$ cat config.mk
export PLATFORM = sky130hd
export DESIGN_NAME = dbg_top
export DESIGN_NICKNAME = d
export VERILOG_FILES = /design/src/design/dbg_pkg.sv /design/src/design/dbg_engine.sv /design/src/design/dbg_top.sv /design/src/design/uart_rx.sv /design/src/design/uart_tx.sv
export SDC_FILE = /design/constraint.sdc
export NUM_CORES = 1
export LEC_CHECK = 0
export BUFFER_PORTS_ARGS = -buffer_cell sky130_fd_sc_hd__buf_4
export CORE_AREA = 4 4 148 150
export DETAILED_ROUTE_END_ITERATION = 8
export DIE_AREA = 0 0 152 154
export PLACE_DENSITY = 0.49
export SLEW_MARGIN = 10
export SYNTH_ARGS = -nofsm -noshare
export SYNTH_HDL_FRONTEND = slang
export SYNTH_SLANG_ARGS = --single-unit
$ cat constraint.sdc
create_clock -name clk -period 2.9 [get_ports clk]
set_input_delay 0.58 -clock clk [delete_from_list [all_inputs] [get_ports clk]]
set_output_delay 0.58 -clock clk [all_outputs]
set_load 0.02 [all_outputs]
$ cat src/design/dbg_pkg.sv
/*
  Shared types and constants for the serial debug port.
  Line format is fixed at 8 data bits, odd parity, 1 stop bit.
  CLKS_PER_BIT is sized for simulation; a 50 MHz board at
  115200 baud needs 434 here.
*/
package dbg_pkg;

  typedef logic [7:0]  byte_t;     // Serial or bus data byte
  typedef logic [15:0] addr_t;     // CPU address
  typedef logic [15:0] count_t;    // Packet byte count
  typedef logic [3:0]  reg_sel_t;  // CPU debug register select
  typedef logic [1:0]  err_t;      // Sticky error flags, low bits of a reply

  // Bit positions in err_t
  localparam int ERR_PARITY = 0;
  localparam int ERR_OPCODE = 1;

  ////////////////////////////////////////////////////////////
  // Packet opcodes
  localparam byte_t OP_ECHO           = 8'h00;
  localparam byte_t OP_CPU_MEM_RD     = 8'h01;
  localparam byte_t OP_CPU_MEM_WR     = 8'h02;
  localparam byte_t OP_DBG_BRK        = 8'h03;
  localparam byte_t OP_DBG_RUN        = 8'h04;
  localparam byte_t OP_CPU_REG_RD     = 8'h05;
  localparam byte_t OP_CPU_REG_WR     = 8'h06;
  localparam byte_t OP_QUERY_DBG_BRK  = 8'h07;
  localparam byte_t OP_QUERY_ERR_CODE = 8'h08;

  ////////////////////////////////////////////////////////////
  // Serial timing
  localparam int CLKS_PER_BIT = 16;
  localparam int TICK_W       = $clog2(CLKS_PER_BIT);
  localparam int FRAME_BITS   = 11;  // Start, 8 data, parity, stop

  typedef logic [TICK_W-1:0] tick_t;     // Clocks within one bit
  typedef logic [3:0]        bit_idx_t;  // Bit position within a frame

  ////////////////////////////////////////////////////////////
  // Debug engine states
  typedef enum logic [4:0] {
    S_DISABLED, S_DECODE,
    S_ECHO_HDR, S_ECHO_DATA,
    S_MEM_RD_HDR, S_MEM_RD_REQ, S_MEM_RD_WAIT,
    S_MEM_WR_HDR, S_MEM_WR_DATA, S_MEM_WR_DONE,
    S_REG_RD,
    S_REG_WR_SEL, S_REG_WR_DATA,
    S_QUERY_ERR
  } state_t;

endpackage

$ cat src/design/dbg_engine.sv
/*
  Debug packet engine. Decodes host packets, halts the CPU while
  active, and runs CPU memory and debug register traffic.
  Multi-byte fields arrive low byte first. A zero count ends the
  command at once. Replies stall on tx_full, memory traffic on a
  low cpumc_rdy; incoming bytes wait in the receiver meanwhile.
*/
`timescale 1ns/1ps

module dbg_engine
  import dbg_pkg::*;
(
  input  logic     clk,
  input  logic     rst,
  input  logic     brk,             // CPU-initiated break
  input  byte_t    rx_data,
  input  logic     rx_empty,
  input  logic     parity_err,
  input  logic     tx_full,
  input  byte_t    cpu_din,
  input  logic     cpumc_rdy,       // Controller can take a request
  input  byte_t    cpu_dbgreg_in,   // Selected register, same cycle
  output logic     rd_en,
  output logic     tx_wr,
  output byte_t    tx_data,
  output logic     active,          // Holds the CPU
  output logic     cpu_req,
  output logic     cpu_r_nw,
  output addr_t    cpu_a,
  output byte_t    cpu_dout,
  output reg_sel_t cpu_dbgreg_sel,
  output byte_t    cpu_dbgreg_out,
  output logic     cpu_dbgreg_wr
);

  state_t     q_state, d_state;
  logic [1:0] q_hdr_cnt, d_hdr_cnt;  // Header byte position
  count_t     q_cnt, d_cnt;
  addr_t      q_addr, d_addr;
  reg_sel_t   q_sel, d_sel;
  err_t       q_err, d_err;

  always_ff @(posedge clk)
  begin
    if (rst)
    begin
      q_state   <= S_DISABLED;
      q_hdr_cnt <= '0;
      q_err     <= '0;
    end
    else
    begin
      q_state   <= d_state;
      q_hdr_cnt <= d_hdr_cnt;
      q_err     <= d_err;
    end
  end

  // Loaded from the header before any use
  always_ff @(posedge clk)
  begin
    q_cnt  <= d_cnt;
    q_addr <= d_addr;
    q_sel  <= d_sel;
  end

  assign active         = (q_state != S_DISABLED);
  assign cpu_a          = q_addr;
  assign cpu_dout       = rx_data;  // Write data straight from the receiver
  assign cpu_dbgreg_out = rx_data;

  // Register read takes its select from the byte still in the receiver
  assign cpu_dbgreg_sel = (q_state == S_REG_RD) ? rx_data[3:0] : q_sel;

  always_comb
  begin
    d_state   = q_state;
    d_hdr_cnt = q_hdr_cnt;
    d_cnt     = q_cnt;
    d_addr    = q_addr;
    d_sel     = q_sel;
    d_err     = q_err;

    rd_en          = 1'b0;
    tx_wr          = 1'b0;
    tx_data        = rx_data;
    cpu_req        = 1'b0;
    cpu_r_nw       = 1'b1;
    cpu_dbgreg_wr  = 1'b0;

    if (parity_err)
      d_err[ERR_PARITY] = 1'b1;

    case (q_state)
      ////////////////////////////////////////////////////////////
      // Halted off: only break and query break are honored
      S_DISABLED:
        if (brk)
          d_state = S_DECODE;
        else if (!rx_empty)
        begin
          if (rx_data == OP_DBG_BRK)
          begin
            rd_en   = 1'b1;
            d_state = S_DECODE;
          end
          else if (rx_data == OP_QUERY_DBG_BRK)
          begin
            if (!tx_full)  // Leave opcode queued until reply fits
            begin
              rd_en   = 1'b1;
              tx_wr   = 1'b1;
              tx_data = 8'h00;  // Not in break
            end
          end
          else
            rd_en = 1'b1;  // Anything else is dropped
        end

      S_DECODE:
        if (!rx_empty && !(rx_data == OP_QUERY_DBG_BRK && tx_full))
        begin
          rd_en     = 1'b1;
          d_hdr_cnt = 2'd0;
          case (rx_data)
            OP_ECHO:
            begin
              d_state   = S_ECHO_HDR;
              d_hdr_cnt = 2'd2;  // Count only, no address
            end
            OP_CPU_MEM_RD:     d_state = S_MEM_RD_HDR;
            OP_CPU_MEM_WR:     d_state = S_MEM_WR_HDR;
            OP_DBG_BRK:        d_state = S_DECODE;
            OP_DBG_RUN:        d_state = S_DISABLED;
            OP_CPU_REG_RD:     d_state = S_REG_RD;
            OP_CPU_REG_WR:     d_state = S_REG_WR_SEL;
            OP_QUERY_ERR_CODE: d_state = S_QUERY_ERR;
            OP_QUERY_DBG_BRK:
            begin
              tx_wr   = 1'b1;
              tx_data = 8'h01;  // In break
            end
            default:           d_err[ERR_OPCODE] = 1'b1;
          endcase
        end

      ////////////////////////////////////////////////////////////
      // Shared header: ADDR_LO, ADDR_HI, CNT_LO, CNT_HI
      S_ECHO_HDR, S_MEM_RD_HDR, S_MEM_WR_HDR:
        if (!rx_empty)
        begin
          rd_en     = 1'b1;
          d_hdr_cnt = q_hdr_cnt + 2'd1;
          case (q_hdr_cnt)
            2'd0: d_addr[7:0]  = rx_data;
            2'd1: d_addr[15:8] = rx_data;
            2'd2: d_cnt[7:0]   = rx_data;
            default:
            begin
              d_cnt[15:8] = rx_data;
              if (d_cnt == '0)
                d_state = S_DECODE;
              else if (q_state == S_ECHO_HDR)
                d_state = S_ECHO_DATA;
              else if (q_state == S_MEM_RD_HDR)
                d_state = S_MEM_RD_REQ;
              else
                d_state = S_MEM_WR_DATA;
            end
          endcase
        end

      S_ECHO_DATA:
        if (!rx_empty && !tx_full)
        begin
          rd_en = 1'b1;
          tx_wr = 1'b1;  // tx_data already carries rx_data
          d_cnt = q_cnt - count_t'(1);
          if (d_cnt == '0)
            d_state = S_DECODE;
        end

      S_MEM_RD_REQ:
        if (cpumc_rdy)
        begin
          cpu_req = 1'b1;
          d_state = S_MEM_RD_WAIT;
        end

      S_MEM_RD_WAIT:
        if (cpumc_rdy && !tx_full)
        begin
          tx_wr   = 1'b1;
          tx_data = cpu_din;
          d_addr  = q_addr + addr_t'(1);
          d_cnt   = q_cnt - count_t'(1);
          d_state = (d_cnt == '0) ? S_DECODE : S_MEM_RD_REQ;
        end

      S_MEM_WR_DATA:
        if (!rx_empty && cpumc_rdy)
        begin
          rd_en    = 1'b1;
          cpu_req  = 1'b1;
          cpu_r_nw = 1'b0;
          d_addr   = q_addr + addr_t'(1);
          d_cnt    = q_cnt - count_t'(1);
          if (d_cnt == '0)
            d_state = S_MEM_WR_DONE;
        end

      S_MEM_WR_DONE:  // Last write must land first
        if (cpumc_rdy)
          d_state = S_DECODE;

      ////////////////////////////////////////////////////////////
      // Debug registers
      S_REG_RD:
        if (!rx_empty && !tx_full)
        begin
          rd_en          = 1'b1;
          tx_wr          = 1'b1;
          tx_data        = cpu_dbgreg_in;
          d_state        = S_DECODE;
        end

      S_REG_WR_SEL:
        if (!rx_empty)
        begin
          rd_en   = 1'b1;
          d_sel   = rx_data[3:0];
          d_state = S_REG_WR_DATA;
        end

      S_REG_WR_DATA:
        if (!rx_empty)
        begin
          rd_en         = 1'b1;
          cpu_dbgreg_wr = 1'b1;
          d_state       = S_DECODE;
        end

      S_QUERY_ERR:
        if (!tx_full)
        begin
          tx_wr   = 1'b1;
          tx_data = byte_t'(q_err);  // Flags in the low bits
          d_state = S_DECODE;
        end

      default: d_state = S_DISABLED;
    endcase
  end

  a_req_rdy: assert property (@(posedge clk) disable iff (rst) cpu_req |-> cpumc_rdy)
    else $error("Memory request while controller busy");

  a_idle_quiet: assert property (@(posedge clk) disable iff (rst)
    !active |-> !(cpu_req || cpu_dbgreg_wr))
    else $error("CPU bus traffic while debug port inactive");

endmodule

$ cat src/design/dbg_top.sv
/*
  Debug port top level. Receiver, transmitter and packet engine
  on one clock. The serial lines go straight to the pins with
  no extra buffering beyond one byte in each direction.
*/
`timescale 1ns/1ps

module dbg_top
  import dbg_pkg::*;
(
  input  logic     clk,
  input  logic     rst,
  input  logic     rx,
  input  logic     brk,
  input  byte_t    cpu_din,
  input  byte_t    cpu_dbgreg_in,
  input  logic     cpumc_rdy,
  output logic     tx,
  output logic     active,
  output logic     cpu_req,
  output logic     cpu_r_nw,
  output addr_t    cpu_a,
  output byte_t    cpu_dout,
  output reg_sel_t cpu_dbgreg_sel,
  output byte_t    cpu_dbgreg_out,
  output logic     cpu_dbgreg_wr
);

  byte_t rx_data, tx_data;
  logic  rx_empty, parity_err, rd_en;  // Receiver side
  logic  tx_wr, tx_full;               // Transmitter side

  uart_rx u_rx (
    .clk(clk), .rst(rst), .rx(rx), .rd_en(rd_en),
    .rx_data(rx_data), .rx_empty(rx_empty), .parity_err(parity_err)
  );

  uart_tx u_tx (
    .clk(clk), .rst(rst), .tx_wr(tx_wr), .tx_data(tx_data),
    .tx(tx), .tx_full(tx_full)
  );

  dbg_engine u_engine (
    .clk(clk), .rst(rst), .brk(brk),
    .rx_data(rx_data), .rx_empty(rx_empty), .parity_err(parity_err),
    .tx_full(tx_full), .cpu_din(cpu_din), .cpumc_rdy(cpumc_rdy),
    .cpu_dbgreg_in(cpu_dbgreg_in),
    .rd_en(rd_en), .tx_wr(tx_wr), .tx_data(tx_data), .active(active),
    .cpu_req(cpu_req), .cpu_r_nw(cpu_r_nw), .cpu_a(cpu_a), .cpu_dout(cpu_dout),
    .cpu_dbgreg_sel(cpu_dbgreg_sel), .cpu_dbgreg_out(cpu_dbgreg_out),
    .cpu_dbgreg_wr(cpu_dbgreg_wr)
  );

endmodule

$ cat src/design/uart_rx.sv
/*
  Serial receiver, 8 data bits, odd parity, 1 stop bit.
  Holds one byte only. A new good byte overwrites an unread
  one, so the host has to pace its traffic.
  Bad parity or a missing stop bit drops the byte and pulses
  parity_err for one cycle.
*/
`timescale 1ns/1ps

module uart_rx
  import dbg_pkg::*;
(
  input  logic  clk,
  input  logic  rst,
  input  logic  rx,
  input  logic  rd_en,       // Pops the held byte
  output byte_t rx_data,
  output logic  rx_empty,
  output logic  parity_err   // One-cycle pulse per rejected frame
);

  logic       rx_meta, rx_sync, rx_prev;  // Synchronizer and edge history
  logic       busy;
  tick_t      tick;
  bit_idx_t   bit_idx;
  logic [8:0] shreg;                      // Data then parity, LSB first
  logic       mid_bit, stop_mid, frame_ok;

  assign mid_bit  = busy && (tick == '0);
  assign stop_mid = mid_bit && (bit_idx == bit_idx_t'(FRAME_BITS - 1));
  assign frame_ok = (^shreg) && rx_sync;  // Odd count of ones, stop high

  always_ff @(posedge clk)
  begin
    if (rst)
    begin
      rx_meta <= 1'b1;
      rx_sync <= 1'b1;
      rx_prev <= 1'b1;
    end
    else
    begin
      rx_meta <= rx;
      rx_sync <= rx_meta;
      rx_prev <= rx_sync;
    end
  end

  ////////////////////////////////////////////////////////////
  // Bit timing, sampled in the middle of each bit
  always_ff @(posedge clk)
  begin
    if (rst)
    begin
      busy    <= 1'b0;
      tick    <= '0;
      bit_idx <= '0;
    end
    else if (!busy)
    begin
      if (rx_prev && !rx_sync)  // Falling edge, start bit
      begin
        busy    <= 1'b1;
        bit_idx <= '0;
        tick    <= tick_t'(CLKS_PER_BIT / 2 - 1);  // Half bit to the middle
      end
    end
    else if (tick != '0)
      tick <= tick - tick_t'(1);
    else
    begin
      tick    <= tick_t'(CLKS_PER_BIT - 1);
      bit_idx <= bit_idx + bit_idx_t'(1);
      if ((bit_idx == '0 && rx_sync) || stop_mid)
        busy <= 1'b0;  // Glitch on idle line, or frame done
    end
  end

  // Data and parity bits shift in from the top
  always_ff @(posedge clk)
    if (mid_bit && bit_idx != '0 && !stop_mid)
      shreg <= {rx_sync, shreg[8:1]};

  always_ff @(posedge clk)
    if (stop_mid && frame_ok)
      rx_data <= shreg[7:0];

  always_ff @(posedge clk)
  begin
    if (rst)
    begin
      rx_empty   <= 1'b1;
      parity_err <= 1'b0;
    end
    else
    begin
      parity_err <= stop_mid && !frame_ok;
      if (stop_mid && frame_ok)
        rx_empty <= 1'b0;  // New byte wins over a same-cycle pop
      else if (rd_en)
        rx_empty <= 1'b1;
    end
  end

  a_pop_held: assert property (@(posedge clk) disable iff (rst) rd_en |-> !rx_empty)
    else $error("uart_rx popped while empty");

endmodule

$ cat src/design/uart_tx.sv
/*
  Serial transmitter, 8 data bits, odd parity, 1 stop bit.
  One holding register sits in front of the shifter. tx_full
  is high while it is occupied, and the writer must not strobe
  tx_wr then. A frame takes 11 bit times plus one idle cycle.
*/
`timescale 1ns/1ps

module uart_tx
  import dbg_pkg::*;
(
  input  logic  clk,
  input  logic  rst,
  input  logic  tx_wr,
  input  byte_t tx_data,
  output logic  tx,
  output logic  tx_full
);

  byte_t                 hold;
  logic [FRAME_BITS-1:0] shreg;  // Bit 0 is the line
  logic                  busy;
  tick_t                 tick;
  bit_idx_t              bit_idx;
  logic                  load;

  assign load = tx_full && !busy;  // Holding register into idle shifter
  assign tx   = shreg[0];

  always_ff @(posedge clk)
    if (tx_wr)
      hold <= tx_data;

  always_ff @(posedge clk)
  begin
    if (rst)
    begin
      tx_full <= 1'b0;
      busy    <= 1'b0;
      tick    <= '0;
      bit_idx <= '0;
      shreg   <= '1;  // Line idles high
    end
    else
    begin
      if (tx_wr)
        tx_full <= 1'b1;
      else if (load)
        tx_full <= 1'b0;

      if (load)
      begin
        busy    <= 1'b1;
        tick    <= tick_t'(CLKS_PER_BIT - 1);
        bit_idx <= '0;
        shreg   <= {1'b1, ~^hold, hold, 1'b0};  // Stop, odd parity, data, start
      end
      else if (busy)
      begin
        if (tick != '0)
          tick <= tick - tick_t'(1);
        else
        begin
          tick    <= tick_t'(CLKS_PER_BIT - 1);
          bit_idx <= bit_idx + bit_idx_t'(1);
          shreg   <= {1'b1, shreg[FRAME_BITS-1:1]};  // Ones fill behind
          if (bit_idx == bit_idx_t'(FRAME_BITS - 1))
            busy <= 1'b0;
        end
      end
    end
  end

  a_no_overrun: assert property (@(posedge clk) disable iff (rst) tx_wr |-> !tx_full)
    else $error("uart_tx written while full");

endmodule

# Yosys cells after proc, flatten, opt, wreduce, memory -nomap -nowiden
# Index checks and enable logic that the tools add are counted.
[classes]
add_sub_neg = 7
n_eq_ne = 47
mux = 99
n_bitwise = 3
reduce_logical = 60
[ops]
columns = ["operator", "n"]
rows = [
  ["two-way mux 16 bit", 7],
  ["two-way mux 8 bit", 14],
  ["two-way mux 5 bit", 19],
  ["case mux 16 bit (4 select lines)", 1],
  ["case mux 5 bit (12 select lines)", 1],
  ["case mux 16 bit (3 select lines)", 1],
  ["two-way mux 4 bit", 11],
  ["case mux 5 bit (8 select lines)", 1],
  ["case mux 8 bit (5 select lines)", 1],
  ["equality test 8 x 3 -> 1 bit (second input constant)", 4],
  ["logical NOT 16 bit", 2],
  ["two-way mux 1 bit", 32],
  ["equality test 5 x 4 -> 1 bit (second input constant)", 6],
  ["two-way mux 10 bit", 3],
  ["equality test 5 x 3 -> 1 bit (second input constant)", 4],
  ["!= test 2 x 1 -> 1 bit (second input constant)", 10],
  ["!= test 2 bit (second input constant)", 9],
  ["AND reduction 17 bit", 1],
  ["adder 16 x 1 -> 16 bit (second input constant)", 1],
  ["equality test 8 x 2 -> 1 bit (second input constant)", 2],
  ["nonzero test 4 bit", 4],
  ["subtractor 16 x 1 -> 16 bit (second input constant)", 1],
  ["logical AND 1 bit", 15],
  ["AND reduction 6 bit", 2],
  ["other kinds (37)", 64],
]
[totals]
reg_bits = 104
input_bits = 21

# Depth between registers and ports, before layout
# Gate-level depths: netlist of run 1.
[depth]
ltp_word = 8
mapped_depth = 11
ltp_nobuf = 9

# Cells and area by module
# From an unflattened synthesis of run 1, not the netlist that was laid out.
[hier_totals]
hier_cells = 677
area_unflattened_um2 = 6209.7
[by_module_without_submodules]
columns = ["module", "n_inst", "cells_per_inst", "area_each_um2", "seq_area_each_um2"]
rows = [
  ["dbg_engine", 1, 461, 3708.6, 1241.2],
  ["uart_rx", 1, 97, 1258.7, 790.8],
  ["uart_tx", 1, 119, 1242.4, 640.6],
]

# Worst setup path before layout of run 1
# OpenSTA, ideal clock, no wires.
[synth_path]
kind = "reg2reg"
startpoint = "register u_engine.q_cnt[0]"
endpoint = "register u_engine.q_state[0]"
t_arrival_ps = 2479
slack_ps = 293
stages_incl_launch_ff = 10
n_path_buf = 2
synth_period_minus_slack_ps = 2607
cell_sequence = "edfxtp_1 > buf_6 > or4_1 > buf_2 > o41a_1 > a2111oi_2 > nand4_1 > a211oi_2 > mux2i_1 > nor2_1"
[synth_via]
elab_chain_len = 5
[synth_rtl]
columns = ["element", "line_no", "text"]
rows = [
  ["from (decl)", "dbg_engine.sv:38", "count_t q_cnt, d_cnt;"],
  ["from (signal assigned)", "dbg_engine.sv:62", "q_cnt <= d_cnt;"],
  ["branches (longest 5 deep; another with subtractor 16 x 1 -> 16 bit)", "-", ""],
  ["to (signal assigned)", "dbg_engine.sv:53", "q_state <= d_state;"],
  ["to (decl)", "dbg_engine.sv:36", "state_t q_state, d_state;"],
]
# Parallel ways; which one is timed is not known. The select of a mux whose other input is x is not followed.
# A chain may end at the register's enable or synchronous reset.

# Final worst setup path of run 1
[layout_path]
startpoint = "register u_engine.q_state[2]"
endpoint = "output cpu_dbgreg_sel[0]"
[layout_via]
elab_chain_len = 2
[layout_rtl]
columns = ["element", "line_no", "text"]
rows = [
  ["equality test 5 x 4 -> 1 bit", "dbg_engine.sv:73", "assign cpu_dbgreg_sel = (q_state == S_REG_RD) ? rx_data[3:0] : q_sel;"],
  ["two-way mux 4 bit", "dbg_engine.sv:73", ""],
  ["to (decl)", "dbg_top.sv:24", "output reg_sel_t cpu_dbgreg_sel,"],
]
# No other way between the ends.

==> metrics.txt, run 1 <==
HP Start=rx; Fmax=368.7 MHz; Synth cell types=70; Post-synth EDFFs=61; Worst Path Required=2.32 ns; global route overflow=0; Hold Path Class=in -> reg; Area contributors post-synth=edfxtp_1 30%, dfxtp_1 14%, nor2_1 5.0%; critical path type=reg -> out; CTS tree=done; DRT iter0 DRCs=430; Core Footprint=20,690 sq um; R2R Path End=u_engine.q_state[0]$_SDFFE_PP0P_; initial antenna violation count=0; Worst Setup Start Kind=register; worst skew pair latency=0.36 ns; Setup Total Neg Slack=0 ns; Port-buffer cells=61; nets=about 760; register area=approximately 2700 sq um; hold_buf cts=0; I/O pin total=62; crit-path max FO=21; antenna-violating nets left=0; final setup fails=0; Mapped Nets=~700; Cell Area, Synth=6116 sq um; TritonCTS Buffers=9; row count=53; Final Skew=0.007325 ns; Pwr Density=587.9 nW/um^2; clock slew at reported path FFs=approximately 0.070 ns; Most used DFF post-synth=edfxtp_1; vias post-DR=5,236; Syn-to-layout area delta=16.43%; clk root buf=clkbuf_16; FFs w/ async S/R, synth=0; Tcrit/Tclk final=0.9353; DRC violations left=0; sequential-to-total area share from yosys stat=0.4370; R2R Path Start=u_engine.q_cnt[4]$_DFFE_PP_; dpl hpwl=12.52 mm; first-pass GRT wire length=roughly 27 mm; postcts setup bufs=0; worst r2r path cells=7; RSZ-0062 raised after global routing=false; maxcap violations=0; # clock sinks=103; drt first pass iters=5; max-slew violation count=0; Tmin final=roughly 2.7 ns; multi-input gate area in the final layout=3078 sq um; Clock Path Buffers=2; ant diodes=0; hold path endpoint=u_rx.rx_meta$_SDFF_PP1_; Synth top cells by count=81 x nor2_1, 61 x edfxtp_1, 57 x a21oi_1, 56 x nand2_1, 42 x dfxtp_1; Placer Congestion=0.9304; cell taking the most area after synthesis=edfxtp_1; Syn Area/Cell=between 8 and 9 sq um; Crit path arrival time=2.13 ns; Core Util, Final=0.3442; Max rail drop VDD=0.2776 mV; flop2flop setup slack=0.24 ns; die width=152 um; count leader, synth=nor2_1; post-cts sizing count=0; Die Footprint=around 23,000 sq um; layout cells sized above 1=0.1628; Leakage Power=0.002573 uW; Max-slew headroom=0.3713; via/cell ratio=5.205; Final Hold Vio Count=0; Worst setup EP type=output pin; post-synth top area share=0.2995; Yosys reg bits=103; Routed WL per cell=17.07 um; Min-Delay Path Depth=2; largest net degree at the start of global routing=43; initial core utilization=0.2956; Fillers=around 2,100; htree depth=3; run status=complete, no violations; vias in the first global route=4,945; Synth Warn #=0; Overall Global Routing Usage=0.1433; WHS=0.4027 ns; Tightest Pin Transition=0.9359 ns; Synth Instances=just under 700; Final Routed Wirelength=17.18 mm; Die Span Y=154 um
## cell families after synthesis
logic type / share of synthesized area
muxes: 0.008592
buffers and inverters: 0.06076
AOI/OAI and AO/OA: 0.1747
DFF: 0.4370
xor gates and xnor gates: 0.07017
and+or+nand+nor: 0.2201
adders and majority gates: 0.02864
## critical path, cell delays in order, from the launching register on
cell     delay (ns)
dfxtp_1        0.75
nor2_1         0.18
nand2_1        0.31
mux2_2         0.38
buf_4          0.16
## area by class of cell
class	count	area share
Multi-Input combinational cell	507	0.4323
Clock inverter	2	0.002460
Timing Repair Buffer	85	0.08962
Tap cell	275	0.04832
Inverter	20	0.01054
Sequential cell	103	0.3753
Clock buffer	14	0.04147
## where the power goes
group | internal [uW] | switching, uW
sequential | 1670 | 107
clock | 711 | 556
combinational | 439 | 700
total | 2820 | 1360
## stage by stage
| stage | instances | total power [uW] | setup WS (ns) | area, sq um |
|---|---|---|---|---|
| 4_1_cts | 1006 | 4206 | 0.1701 | 7114 |
| 3_3_place_gp | 990 | 2924 | 0.2813 | 6802 |
| 6_report | 1006 | 4186 | 0.1876 | 7121 |
| 2_1_floorplan | 680 | 2617 | 0.2935 | 6116 |
| 3_5_place_dp | 990 | 2926 | 0.2551 | 6802 |
| 5_1_grt | 1006 | 4417 | 0.03248 | 7121 |
## how the worst max path moves through the flow
stage,endpoint,cells past startpoint,start,slack (ns)
floorplan,u_engine.q_state[0]$_SDFFE_PP0P_,9,u_engine.q_cnt[0]$_DFFE_PP_,0.29
global placement,u_engine.q_state[1]$_SDFFE_PP0P_,7,u_engine.q_cnt[0]$_DFFE_PP_,0.28
detailed placement,u_engine.q_state[0]$_SDFFE_PP0P_,7,u_engine.q_cnt[0]$_DFFE_PP_,0.26
CTS,cpu_r_nw,4,u_engine.q_state[2]$_SDFFE_PP0P_,0.17
global route,u_engine.q_state[0]$_SDFFE_PP0P_,9,u_engine.q_cnt[0]$_DFFE_PP_,0.03
finish,cpu_dbgreg_sel[0],4,u_engine.q_state[2]$_SDFFE_PP0P_,0.19
## per-layer routing
layer,up-vias,part of all wire,track usage
met2,170,0.47,0.2312
met5,-,0,0
met3,30,0.058,0.02674
met1,2494,0.45,0.1914
li1,2542,-,-
met4,0,0.026,0.05522
## sequential cells by signal (all words and copies together), names as in the netlist, 8 cells and up
name,cells
u_engine.cpu_a,16
u_engine.q_cnt,16
u_tx.shreg,10
u_rx.shreg,9
u_rx.rx_data,8
u_tx.hold,8
## cell usage in the layout, fill, tap and decap left out, types with 9 or more instances in the layout
| cell type | instances |
|---|---|
| inv_1 | 19 |
| xor2_1 | 20 |
| xnor2_1 | 29 |
| buf_4 | 85 |
| nor2b_1 | 9 |
| edfxtp_1 | 61 |
| nand2b_1 | 20 |
| nand3_1 | 22 |
| ha_1 | 14 |
| a21oi_1 | 57 |
| o21ai_0 | 27 |
| nor3_1 | 29 |
| a211oi_1 | 9 |
| o31ai_1 | 10 |
| nand4_1 | 10 |
| nor2_1 | 81 |
| nand2_1 | 56 |
| clkbuf_16 | 10 |
| dfxtp_1 | 42 |
No activity file was read; power rests on OpenSTA's default activity.
==> run 2, diff against run 1 <==
- CORE_AREA: 4 4 148 150 -> 5 5 149 151
- DIE_AREA: 0 0 152 154 -> 0 0 154 156
==> metrics.txt, run 2 (synthesis results as in run 1) <==
maxcap violations=0; flop2flop setup slack=0.18 ns; final setup fails=0; Routed WL per cell=~17 um; Setup Total Neg Slack=0 ns; dpl ws=0.1987 ns; critical-path cell list=or4_1 -> o41a_1 -> a2111oi_2 -> nand4_1 -> a211oi_4 -> mux2i_1 -> nor2_1; postcts setup bufs=0; Max stage delay on crit path=0.59 ns; Pwr Density=588.8 nW/um^2; Core Footprint=20,690 sq um; worst r2r path cells=7; Die Span Y=156 um; clock slew at reported path FFs=0.08 ns; Critical Path Sink=u_engine.q_state[1]$_SDFFE_PP0P_; layout cells sized above 1=0.1707; via/cell ratio=5.169; max-slew violation count=0; vias in the first global route=a little over 5,000; commonest non-fill, non-tap cells in the layout=92 x buf_4, 81 x nor2_1, 61 x edfxtp_1; Port-buffer cells=61; Crit path arrival time=a little under 3 ns; Worst Path Required=3.13 ns; Max-slew headroom=0.4970; clk root buf=clkbuf_16; Overall Global Routing Usage=0.1405; initial core utilization=0.2956; vias post-DR=5,236; first-pass GRT wire length=around 27 mm; post-cts sizing count=0; critical path's slowest cell=or4_1; Hold Path Class=in -> reg; Worst setup EP type=register; htree depth=3; Syn-to-layout area delta=17.45%; Final Skew=between 0.008 and 0.009 ns; Worst Setup SP=u_engine.q_cnt[1]$_DFFE_PP_; Die Footprint=24,020 sq um; Clock Path Buffers=2; DRT iter0 DRCs=between 300 and 400; CTS tree=done; Tightest Pin Transition=0.7517 ns; worst skew pair latency=0.36 ns; TritonCTS Buffers=9; initial antenna violation count=0; Core Util, Final=0.3472; run status=complete, no violations; antenna-violating nets left=0; I/O pin total=62; Max rail drop VDD=0.4594 mV; R2R Path End=u_engine.q_state[1]$_SDFFE_PP0P_; dpl hpwl=12.50 mm; Fmax=between 300 and 400 MHz; DRC violations left=0; die width=154 um; Worst Setup Start Kind=register; Tmin final=approximately 2.7 ns; Leakage Power=0.002608 uW; global route overflow=0; critical path type=reg -> reg; commonest non-fill, non-tap cell in the layout=buf_4; # clock sinks=~100; R2R Path Start=u_engine.q_cnt[1]$_DFFE_PP_; largest net degree at the start of global routing=43; crit-path max FO=8; PnR worst setup slack=0.1757 ns; ant diodes=0; drt first pass iters=5; Placer Congestion=0.9178; Final Routed Wirelength=16.98 mm; hold_buf cts=0; Tcrit/Tclk final=0.9394; row count=53; Final Hold Vio Count=0; nets=768
[run 2: cell count changes in the layout (fill, tap and decap cells not counted), sizes merged]
cell,delta
clkbuf,-4
clkinv,+2
inv,+1
bufinv,+1
buf,+7
[run 2: worst min path at each step]
stage / end / slack, ns / cells past startpoint / startpoint
2_1_floorplan: u_rx.rx_sync$_SDFF_PP1_ / 0.39 / 1 / u_rx.rx_meta$_SDFF_PP1_
3_3_place_gp: u_rx.rx_sync$_SDFF_PP1_ / 0.40 / 1 / u_rx.rx_meta$_SDFF_PP1_
3_5_place_dp: u_rx.rx_sync$_SDFF_PP1_ / 0.40 / 1 / u_rx.rx_meta$_SDFF_PP1_
4_1_cts: u_rx.rx_meta$_SDFF_PP1_ / 0.39 / 2 / rx
5_1_grt: u_rx.rx_meta$_SDFF_PP1_ / 0.39 / 2 / rx
6_report: u_rx.rx_meta$_SDFF_PP1_ / 0.41 / 2 / rx
[run 2: stage by stage]
step	cell area (sq um)	cells	power [uW]	hold slack, ns
2_1_floorplan	6116	680	2617	0.3895
3_3_place_gp	6854	997	2923	0.3996
3_5_place_dp	6854	997	2926	0.3959
4_1_cts	7169	1013	4243	0.3912
5_1_grt	7183	1013	4489	0.3946
6_report	7183	1013	4230	0.4112
[run 2: per-layer routing]
metal / vias up / share of wire / GRT usage
met5: - / 0 / 0
met4: 0 / 0.019 / 0.04037
met3: 20 / 0.056 / 0.03495
met2: 160 / 0.47 / 0.2271
met1: 2501 / 0.45 / 0.1876
li1: 2555 / - / -
[run 2: final cells by class]
cell class	count	area, sq um
fillers	2171	13510
multi-input cells	507	3085
flip-flops and latches	103	2673
repair buffers	92	690.7
well taps	275	344.1
clock buffers	10	239.0
clock inverters	6	76.32
inverters	20	75.07
[run 2: power by group]
part | internal [uW] | leakage (uW) | switching [uW]
logic | 453 | 0.00156 | 693
clock network | 706 | 0.000154 | 593
registers | 1670 | 0.000891 | 112
[run 2: worst max-delay path, delay by kind of cell, from the launching register on]
kind | cells | cell delay, ns
flops | 1 | 0.49
mux | 1 | 0.23
simple gates | 3 | 0.87
compound gates | 3 | 1.01
==> run 3, diff against run 2 <==
- CORE_AREA: 5 5 149 151 -> 5 5 171 132
- DIE_AREA: 0 0 154 156 -> 0 0 176 137
==> metrics.txt, run 3 (synthesis results as in run 1) <==
Routed WL per cell=16.87 um; nets=770; drt first pass iters=7; Core Footprint=just over 20,000 sq um; commonest non-fill, non-tap cells in the layout=94 x buf_4, 81 x nor2_1, 61 x edfxtp_1; TritonCTS Buffers=9; Worst path top cell family by delay=compound AO/OA/AOI/OAI gates; row count=46; Tcrit/Tclk final=0.9689; Worst Path Required=3.12 ns; worst r2r path cells=7; DRT iter0 DRCs=roughly 440; dpl ws=0.1588 ns; dpl cells=just under 1,000; dpl hpwl=12.53 mm; layout cells sized above 1=0.1743; initial antenna violation count=0; critical-path cell list=or4_4 -> o41a_1 -> a2111oi_4 -> nand4_1 -> a211oi_4 -> mux2i_1 -> nor2_1; Pwr Density=roughly 580 nW/um^2; Clock Path Buffers=2; Die Span Y=137 um; DRC violations left=0; Max rail drop VDD=0.2598 mV; HP Start=rx; Hold Path Class=in -> reg; Final Power=4132 uW; crit-path max FO=6; I/O pin total=62; Core Util, Final=0.3466; flop2flop setup slack=roughly 0.09 ns; worst skew pair latency=0.35 ns; via/cell ratio=5.200; Fillers=2,113; Tightest Pin Transition=around 0.79 ns; Tmin final=2.810 ns; Worst Setup Start Kind=register; initial core utilization=0.2952; first-pass GRT wire length=26.70 mm; Fmax=355.9 MHz; antenna-violating nets left=0; Leakage Power=0.002601 uW; vias post-DR=5,221; Overall Global Routing Usage=0.1389; critical path's slowest cell=or4_4; CP bufs+invs=0; # clock sinks=between 100 and 150; Final Routed Wirelength=about 17 mm; CTS tree=done; global route overflow=0; run status=complete, no violations; hold_buf cts=0; largest net degree at the start of global routing=43; Finished Layout Cells=1,004; R2R Path Start=u_engine.q_cnt[1]$_DFFE_PP_; Die Footprint=24,110 sq um; clock slew at reported path FFs=roughly 0.070 ns; critical path type=reg -> reg; Placer Congestion=0.9482; vias in the first global route=4,850; final setup fails=0; Port-buffer cells=61; Final Hold Vio Count=0; die width=176 um; Max-slew headroom=0.4726; clk root buf=clkbuf_16; commonest non-fill, non-tap cell in the layout=buf_4; PnR worst setup slack=0.09017 ns; max-slew violation count=0; Worst setup EP type=register; Max stage delay on crit path=0.58 ns; Min-Delay Path Depth=2; Syn-to-layout area delta=17.43%; Final Skew=0.01205 ns; R2R Path End=u_engine.q_state[0]$_SDFFE_PP0P_; hold path endpoint=u_rx.rx_meta$_SDFF_PP1_; htree depth=3; maxcap violations=0; Crit path arrival time=roughly 3.0 ns; ant diodes=0
[run 3: final cells by class]
cell class / count / area (sq um) / share of cell area
multi-input cells: 507 / 3118 / 0.4341
flip-flops and latches: 103 / 2673 / 0.3721
repair buffers: 94 / 705.7 / 0.09826
well taps: 264 / 330.3 / 0.04599
clock buffers: 14 / 265.3 / 0.03693
inverters: 20 / 75.07 / 0.01045
clock inverters: 2 / 15.01 / 0.002091
[run 3: worst max path at each step]
stage / startpoint / endpoint / slack [ns] / cells past startpoint
2_1_floorplan: u_engine.q_cnt[0]$_DFFE_PP_ / u_engine.q_state[0]$_SDFFE_PP0P_ / 0.29 / 9
3_3_place_gp: u_engine.q_cnt[1]$_DFFE_PP_ / u_engine.q_state[0]$_SDFFE_PP0P_ / 0.27 / 7
3_5_place_dp: u_engine.q_cnt[1]$_DFFE_PP_ / u_engine.q_state[1]$_SDFFE_PP0P_ / 0.16 / 7
4_1_cts: u_engine.q_state[1]$_SDFFE_PP0P_ / cpu_r_nw / 0.02 / 5
5_1_grt: u_engine.q_cnt[1]$_DFFE_PP_ / u_engine.q_state[0]$_SDFFE_PP0P_ / -0.04 / 7
6_report: u_engine.q_cnt[1]$_DFFE_PP_ / u_engine.q_state[0]$_SDFFE_PP0P_ / 0.09 / 7
[run 3: timing repair]
item	4_1_cts	5_1_grt
buffers inserted	0	3
resized for setup	0	7
endpoints found under the hold margin	0	0
endpoints found under the setup margin	0	4
[run 3: report_power, final]
part	leakage (uW)	total [uW]	switching [uW]	internal (uW)
sequential	0.000891	1810	140	1670
clock	0.000137	1180	536	641
combinational	0.00157	1140	686	456
[run 3: metrics by stage]
step / instance area (sq um) / hold slack [ns] / TNS [ns]
2_1_floorplan: 6116 / 0.3895 / 0
3_3_place_gp: 6833 / 0.4087 / 0
3_5_place_dp: 6833 / 0.4021 / 0
4_1_cts: 7113 / 0.4060 / 0
5_1_grt: 7182 / 0.4209 / -0.06987
6_report: 7182 / 0.4180 / 0
[run 3: metal layers]
layer / part of all wire / GRT usage / wire, um
met4: 0.020 / 0.04502 / 347
met1: 0.48 / 0.2018 / 8143
met3: 0.083 / 0.04115 / 1400
met2: 0.42 / 0.1965 / 7047
met5: 0 / 0 / 0
